--- src/design/fetch_pkg.sv ---
package fetch_pkg;

    // Core sizing
    localparam int num_warps   = 4;
    localparam int wid_bits    = 2;
    localparam int num_threads = 4;
    localparam int uuid_bits   = 8;

    // Instruction buffer depth per warp
    localparam int ibuf_size = 2;

    localparam logic [31:0] startup_addr = 32'h8000_0000;

    // Instruction memory geometry
    localparam int mem_words        = 256;
    localparam int mem_addr_bits    = 8;
    localparam int mem_latency      = 2;
    localparam int icache_addr_bits = 30;

    // Fetch request from the warp scheduler
    typedef struct packed {
        logic [wid_bits-1:0]    wid;
        logic [31:0]            pc;
        logic [num_threads-1:0] tmask;
        logic [uuid_bits-1:0]   uuid;
    } ifetch_req_t;

    // Tag carried through the cache
    typedef struct packed {
        logic [uuid_bits-1:0] uuid;
        logic [wid_bits-1:0]  wid;
    } icache_tag_t;

    typedef struct packed {
        logic [icache_addr_bits-1:0] addr;
        icache_tag_t                 tag;
    } icache_req_t;

    typedef struct packed {
        logic [31:0] data;
        icache_tag_t tag;
    } icache_rsp_t;

    // Rebuilt fetch response toward decode
    typedef struct packed {
        logic [wid_bits-1:0]    wid;
        logic [31:0]            pc;
        logic [num_threads-1:0] tmask;
        logic [31:0]            data;
        logic [uuid_bits-1:0]   uuid;
    } ifetch_rsp_t;

    typedef struct packed {
        logic [mem_addr_bits-1:0] addr;
        logic [31:0]              data;
    } mem_fill_t;

endpackage

--- src/design/fetch_meta_ram.sv ---
module fetch_meta_ram (
    input  logic                                clk,
    input  logic                                wren,
    input  logic [fetch_pkg::wid_bits-1:0]      waddr,
    input  logic [fetch_pkg::wid_bits-1:0]      raddr,
    input  logic [31+fetch_pkg::num_threads:0]  wdata,
    output logic [31+fetch_pkg::num_threads:0]  rdata
);

    // One entry per warp, holding {pc, tmask}
    logic [31+fetch_pkg::num_threads:0] mem [fetch_pkg::num_warps];

    always_ff @(posedge clk) begin
        if (wren) begin
            mem[waddr] <= wdata;
        end
    end

    // LUT-style read, no output register
    assign rdata = mem[raddr];

endmodule

--- src/design/pending_counter.sv ---
module pending_counter (
    input  logic clk,
    input  logic arst_n,
    input  logic incr,
    input  logic decr,
    output logic full
);

    // Holds 0 up to ibuf_size + 1
    typedef logic [$clog2(fetch_pkg::ibuf_size + 2)-1:0] count_t;

    count_t count;
    count_t count_next;
    count_t count_top;

    assign count_top = count_t'(fetch_pkg::ibuf_size + 1);

    always_comb begin
        count_next = count;
        if (incr && !decr && count != count_top) begin
            count_next = count + 1'b1;
        end else if (decr && !incr && count != '0) begin
            count_next = count - 1'b1;
        end
    end

    always_ff @(posedge clk or negedge arst_n) begin
        if (!arst_n) begin
            count <= '0;
            full  <= 1'b0;
        end else begin
            count <= count_next;
            // Flag tracks the new count
            full  <= (count_next == count_top);
        end
    end

endmodule

--- src/design/skid_buffer.sv ---
module skid_buffer (
    input  logic                   clk,
    input  logic                   arst_n,
    input  logic                   valid_in,
    output logic                   ready_in,
    input  fetch_pkg::icache_req_t data_in,
    output logic                   valid_out,
    input  logic                   ready_out,
    output fetch_pkg::icache_req_t data_out
);

    logic                   main_valid;
    logic                   spare_valid;
    logic                   main_load;
    fetch_pkg::icache_req_t main_data;
    fetch_pkg::icache_req_t spare_data;

    // Main register may take a new beat this cycle
    assign main_load = ready_out || !main_valid;

    // Upstream only sees the spare occupancy, one cycle behind
    assign ready_in = !spare_valid;

    always_ff @(posedge clk or negedge arst_n) begin
        if (!arst_n) begin
            main_valid  <= 1'b0;
            spare_valid <= 1'b0;
        end else if (main_load) begin
            if (spare_valid) begin
                main_valid  <= 1'b1;
                spare_valid <= 1'b0;
            end else begin
                main_valid <= valid_in;
            end
        end else if (valid_in && ready_in) begin
            spare_valid <= 1'b1;
        end
    end

    always_ff @(posedge clk) begin
        if (main_load) begin
            // Older beat in the spare goes first
            main_data <= spare_valid ? spare_data : data_in;
        end else if (valid_in && ready_in) begin
            spare_data <= data_in;
        end
    end

    assign valid_out = main_valid;
    assign data_out  = main_data;

endmodule

--- src/design/icache_stage.sv ---
module icache_stage (
    input  logic                             clk,
    input  logic                             arst_n,

    // Fetch request from scheduler
    input  logic                             req_valid,
    input  fetch_pkg::ifetch_req_t           req,
    output logic                             req_ready,

    // Instruction cache request
    output logic                             creq_valid,
    output fetch_pkg::icache_req_t           creq,
    input  logic                             creq_ready,

    // Instruction cache response
    input  logic                             crsp_valid,
    input  fetch_pkg::icache_rsp_t           crsp,
    output logic                             crsp_ready,

    // Fetch response toward decode
    output logic                             rsp_valid,
    output fetch_pkg::ifetch_rsp_t           rsp,
    input  logic                             rsp_ready,

    input  logic [fetch_pkg::num_warps-1:0]  ibuf_pop
);

    logic                                sbuf_ready;
    logic                                sbuf_valid;
    logic                                req_fire;
    logic [fetch_pkg::num_warps-1:0]     warp_full;
    logic [fetch_pkg::num_warps-1:0]     warp_fire;
    fetch_pkg::icache_req_t              sbuf_in;
    logic [31+fetch_pkg::num_threads:0]  meta_rdata;

    // Word address and {uuid, wid} tag
    assign sbuf_in.addr     = req.pc[31:2];
    assign sbuf_in.tag.uuid = req.uuid;
    assign sbuf_in.tag.wid  = req.wid;

    // Throttle so the instruction buffer never overflows
    assign sbuf_valid = req_valid && !warp_full[req.wid];
    assign req_ready  = sbuf_ready && !warp_full[req.wid];
    assign req_fire   = req_valid && req_ready;

    always_comb begin
        warp_fire          = '0;
        warp_fire[req.wid] = req_fire;
    end

    for (genvar i = 0; i < fetch_pkg::num_warps; i++) begin : g_pending
        pending_counter u_pending_counter (
            .clk    (clk),
            .arst_n (arst_n),
            .incr   (warp_fire[i]),
            .decr   (ibuf_pop[i]),
            .full   (warp_full[i])
        );
    end

    // PC and tmask kept here rather than carried through the cache
    fetch_meta_ram u_meta_ram (
        .clk   (clk),
        .wren  (req_fire),
        .waddr (req.wid),
        .wdata ({req.pc, req.tmask}),
        .raddr (crsp.tag.wid),
        .rdata (meta_rdata)
    );

    skid_buffer u_req_sbuf (
        .clk       (clk),
        .arst_n    (arst_n),
        .valid_in  (sbuf_valid),
        .ready_in  (sbuf_ready),
        .data_in   (sbuf_in),
        .valid_out (creq_valid),
        .ready_out (creq_ready),
        .data_out  (creq)
    );

    // Response rebuilt from tag and metadata
    assign rsp_valid  = crsp_valid;
    assign rsp.wid    = crsp.tag.wid;
    assign rsp.pc     = meta_rdata[31+fetch_pkg::num_threads:fetch_pkg::num_threads];
    assign rsp.tmask  = meta_rdata[fetch_pkg::num_threads-1:0];
    assign rsp.data   = crsp.data;
    assign rsp.uuid   = crsp.tag.uuid;
    assign crsp_ready = rsp_ready;

endmodule

--- config.mk ---
export PLATFORM = sky130hd
export DESIGN_NAME = icache_stage
export DESIGN_NICKNAME = d
export VERILOG_FILES = /design/src/design/fetch_pkg.sv /design/src/design/fetch_meta_ram.sv /design/src/design/pending_counter.sv /design/src/design/skid_buffer.sv /design/src/design/icache_stage.sv
export SDC_FILE = /design/constraint.sdc
export NUM_CORES = 1
export LEC_CHECK = 0
export BUFFER_PORTS_ARGS = -buffer_cell sky130_fd_sc_hd__clkbuf_2
export CORE_MARGIN = 3
export CORE_UTILIZATION = 30
export CTS_CLUSTER_DIAMETER = 150
export DETAILED_ROUTE_END_ITERATION = 12
export SLEW_MARGIN = 20
export SYNTH_ARGS = -nofsm -noshare
export SYNTH_HDL_FRONTEND = slang
export SYNTH_SLANG_ARGS = --single-unit
--- constraint.sdc ---
create_clock -name clk -period 10.9 [get_ports clk]
set_input_delay 1.635 -clock clk [delete_from_list [all_inputs] [get_ports clk]]
set_output_delay 1.635 -clock clk [all_outputs]
set_load 0.03 [all_outputs]
* Word-level counts from Yosys, hierarchy flattened *
Memory sizes are Yosys's and may differ from the RTL's.
Cells that the tools add are included.
W data, S select, Z words.

word-level totals
  register bits after elaboration = 94
  bits in writable memories = 144
  input bits = 98
  word-level logic and storage cells = 94
  memories kept = 1

cells by class
  $add $sub $neg = 8
  order comparisons = 2
  eq/ne operators = 8
  multiplexer cells = 18
  bitwise operators = 2
  reductions and logical operators = 39

memory list
  memory          depth  bits a word  rd ports  clocked after memory_dff  wr ports  line                  text
  u_meta_ram.mem  4      36           1         0                         1         fetch_meta_ram.sv:11  logic [31+fetch_pkg::num_threads:0] mem [fetch_pkg::num_warps];

operators with widths
  operator               count
  $mux W40               1
  $logic_and A1 B1 Y1    21
  $mux W2                8
  $logic_not A1 Y1       11
  $reduce_bool A2 Y1     5
  $add A2 B1 Y2 const B  4
  $eq A2 B2 Y1 const B   4
  $ne A2 B2 Y1 const B   4
  $sub A2 B1 Y2 const B  4
  $mux W1                7
  $and A4 B4 Y4          1
  $lt A2 B3 Y1 const B   1
  $bmux W1 S2            1
  $demux W1 S2           1
  $ge A2 B1 Y1 const B   1
  $reduce_and A2 Y1      1
  $logic_or A1 B1 Y1     1
  $not A1 Y1             1

* Longest topological paths before layout *
  word-level depth = 12
  gate-level depth with buffers = 6

* By module *
Synthesis repeated with hierarchy kept, for this count alone.

second synthesis, totals
  cells, all modules = 457
  area total of the unflattened synthesis = 9,610.5 um^2

by module, submodules not included
  module           times used  cells each  area an instance (um^2)  sequential area each (um^2)
  fetch_meta_ram   1           192         5,280.1                  4,324.1
  skid_buffer      1           133         3,156.8                  2,452.4
  pending_counter  4           19          191.4                    75.1
  icache_stage     1           56          407.9                    0.0

* Worst setup path before layout *
Ideal clock, no wire load.

  path type = input -> register
  from = input port creq_ready
  to = register u_req_sbuf.spare_data[0] in the netlist's numbering, enable pin
  library setup time = 0.551 ns
  arrival = 6.949 ns
  path slack = 3.400 ns
  stages = 2
  buffers on the path = 0
  cell sequence = nand2b_1 nor4b_1

on the way
  cells in the longest elaborated chain, start to end = 3

RTL lines
  element                      line                text
  start, declared              icache_stage.sv:13  input logic creq_ready,
  $logic_or A1 B1 Y1           skid_buffer.sv:19   assign main_load = ready_out || !main_valid;
  $not A1 Y1 (no line)         --
  $reduce_and A2 Y1 (no line)  --
  end signal, assigned         skid_buffer.sv:45   spare_data <= data_in;
  end, declared                skid_buffer.sv:16   fetch_pkg::icache_req_t spare_data;

No other way between the ends.
A chain may end at the register's enable or synchronous reset.

==> out/qor.yml <==
drtIter0Drc: 228
grt_pass1_wl_mm: 30.5
period_needed_ns: 4.86
yosysSeqAreaShare: 0.755
seqPwrFrac: 0.478
end_kind: "primary output"
root_buffer: "clkbuf_16"
syn-mean-instance-area_um2: 20.5
fmax_mhz: 206
slew_viol_final: 0
overflow: 0
num_rows: 64
crit_slowest_cell: "buf_4"
hold_start: "u_req_sbuf.spare_data[1]$_DFFE_PP_"
ys.flop_type: "edfxtp_1"
ys_ff_latch: 238
critPathArrivalTime_ns: 3.22
r2r_slack_ns: 8.53
p_int_mw: 1.75
grt_use_total: 0.118
cts_hold_buf: 0
outcome: "complete, no violations"
post-synth-top-count-cell: "edfxtp_1"
maxCapViolations: 0
via_per_inst: 4.71
syn_to_final_growth_pct: 18.3
pwr-share-comb: 0.175
switchingPower_uw: 671
wirelength_mm: 20.1
hp-class: "reg -> reg"
hpwl_mm: 12.1
power_density_nw_per_um2: 219
rsz0062_at_grt: "no"
synth-edff-count: 224
core_um2: 30700
synth_top_area_share: 0.718
die_area_um2: 33400
drt.antenna.violating_nets: 0
period_share: 0.446
wl_per_cell_um: 20.4
ios: 220
syn_nets: 564
yosys.area.top_type: "edfxtp_1"
initial_core_util: 0.306
cp.required_ns: 9.27
portBuffers: 135
diodes: 0
grt_pass1_vias: 5099
cts_tree: "built"
crit_start: "crsp[0]"
htreeDepth: 1
synth.distinct_cells: 42
first_pass_iters: 4
p_sw_frac: 0.277
crit_type: "in -> out"
postSynthCellCount: 458
crit_chain: "buf_2 -> buf_4 -> mux4_2 -> clkbuf_2"
tightest_slew_ns: 0.849
ys_async_sr_fraction: 0.0588
cts_max_path_buffers: 3
layout-drive-gt1-share: 0.465
leakage_nw: 3.93
clock_sinks: 238
insertion_delay_ns: 0.52
clk_pin_slew_worst_paths_ns: 0.06
finalSetupViolations: 0
post_cts_resized: 0
cts_buffers: 26
synth_common_cells: "edfxtp_1 (224), buf_4 (44), mux2_2 (39), mux4_2 (37)"
start_kind: "primary input"
skew_ns: 0.0131
die_w_um: 183
synth_area_um2: 9370
synth_area_leaders: "edfxtp_1 (72%), mux4_2 (8.9%), mux2_2 (4.7%), dfrtp_1 (3.7%), buf_4 (3.5%)"
clkPwrFrac: 0.346
hold_violations: 0
globalplace.congestion: 0.690
dr_total_vias: 4645
yosys_warnings: 0
grt_max_degree: 47
cpPeakStageDelay_ns: 0.65
antenna_found_initial: 0
setup_tns_ns: 0
max-vdd-ir-drop_mv: 0.138
drc: 0
final_nets: 678
worst_r2r_startpoint: "u_req_sbuf.spare_valid$_DFFE_PN0P_"
crit_fanout: 37
fp.dieH_um: 183
postCtsSetupRepairBufs: 0
maxSlewHeadroom: 0.434
hold_slack_ns: 0.528
## per-layer routing
metal / routed length [um] / share of wire / up-vias / GRT usage
li1: - / - / 2020 / -
met2: 10200 / 0.51 / 180 / 0.204
met1: 7920 / 0.39 / 2406 / 0.146
met3: 1490 / 0.074 / 39 / 0.0341
met5: 0 / 0 / - / 0
met4: 459 / 0.023 / 0 / 0.0296
## power by group through the flow
stage	Combinational [mW]	Clock, mW	Sequential, mW
6_report	0.425	0.840	1.16
4_1_cts	0.433	0.873	1.16
3_5_place_dp	0.430	0	1.18
5_1_grt	0.460	0.910	1.17
3_3_place_gp	0.405	0	1.17
2_1_floorplan	0.262	0	1.23
## sequential cells by signal, indices dropped and copies added, names as in the netlist
| signal | cells |
|---|---|
| u_meta_ram.mem | 144 |
| u_req_sbuf.data_out | 40 |
| u_req_sbuf.spare_data | 40 |
| g_pending.u_pending_counter.count | 8 |
| g_pending.u_pending_counter.full | 4 |
| u_req_sbuf.spare_valid | 1 |
| u_req_sbuf.valid_out | 1 |
## final cells by class
| type | count | area, um^2 |
|---|---|---|
| fillers | 2843 | 19600 |
| flip-flops and latches | 238 | 7080 |
| multi-input cells | 148 | 1880 |
| repair buffers | 144 | 746 |
| clock buffers | 30 | 666 |
| well taps | 396 | 495 |
| clock inverters | 17 | 168 |
| inverters | 14 | 52.6 |
## cells by family (layout without fill, tap and decap cells)
group	count (synthesis)	count (layout)	share of synthesized area
flops	238	238	0.755
mux	78	78	0.138
buf+inv	72	205	0.0479
simple gates	39	39	0.0255
compound gates	19	19	0.0191
fa+ha+maj	8	8	0.0107
xor+xnor	4	4	0.00374
## placed cells by master (no fill, tap or decap), types with 3 or more instances in the layout
master and n:
nand2_1 8, mux2_2 39, clkbuf_16 26, mux4_2 37, xnor2_1 4, clkbuf_2 133, clkinv_2 5, o21ai_0 4
clkbuf_1 4, buf_4 9, dfrtp_1 13, inv_1 14, edfxtp_1 224, nor2_1 8, nor3_2 3, ha_1 8
clkinv_4 5, or4_1 3
## critical path, delay by kind of cell
kind     cells  cell delay, ns
buf+inv      3            0.93
mux          1            0.63
## final timing paths
| kind | end | depth (start not counted) |
|---|---|---|
| max | rsp[53] | 4 |
| min | u_req_sbuf.data_out[1]$_DFFE_PN_ | 2 |
| max reg2reg | u_meta_ram.mem[0][4]$_DFFE_PP_ | 4 |
| min reg2reg | u_req_sbuf.data_out[1]$_DFFE_PN_ | 2 |
| max in group asynchronous | u_req_sbuf.spare_valid$_DFFE_PN0P_ | 1 |
| min in group asynchronous | g_pending[0].u_pending_counter.full$_DFF_PN0_ | 1 |
## stage by stage
stage	total power [mW]	setup slack, ns	cells	area (um^2)	utilization
finish	2.42	6.04	987	11100	0.361
global route	2.54	5.90	987	11100	0.361
CTS	2.47	5.97	987	11100	0.361
detailed placement	1.61	5.97	940	10200	0.334
global placement	1.58	6.00	940	10200	0.334
floorplan	1.49	3.40	458	9370	-
Power figures use the tool's default switching activity.
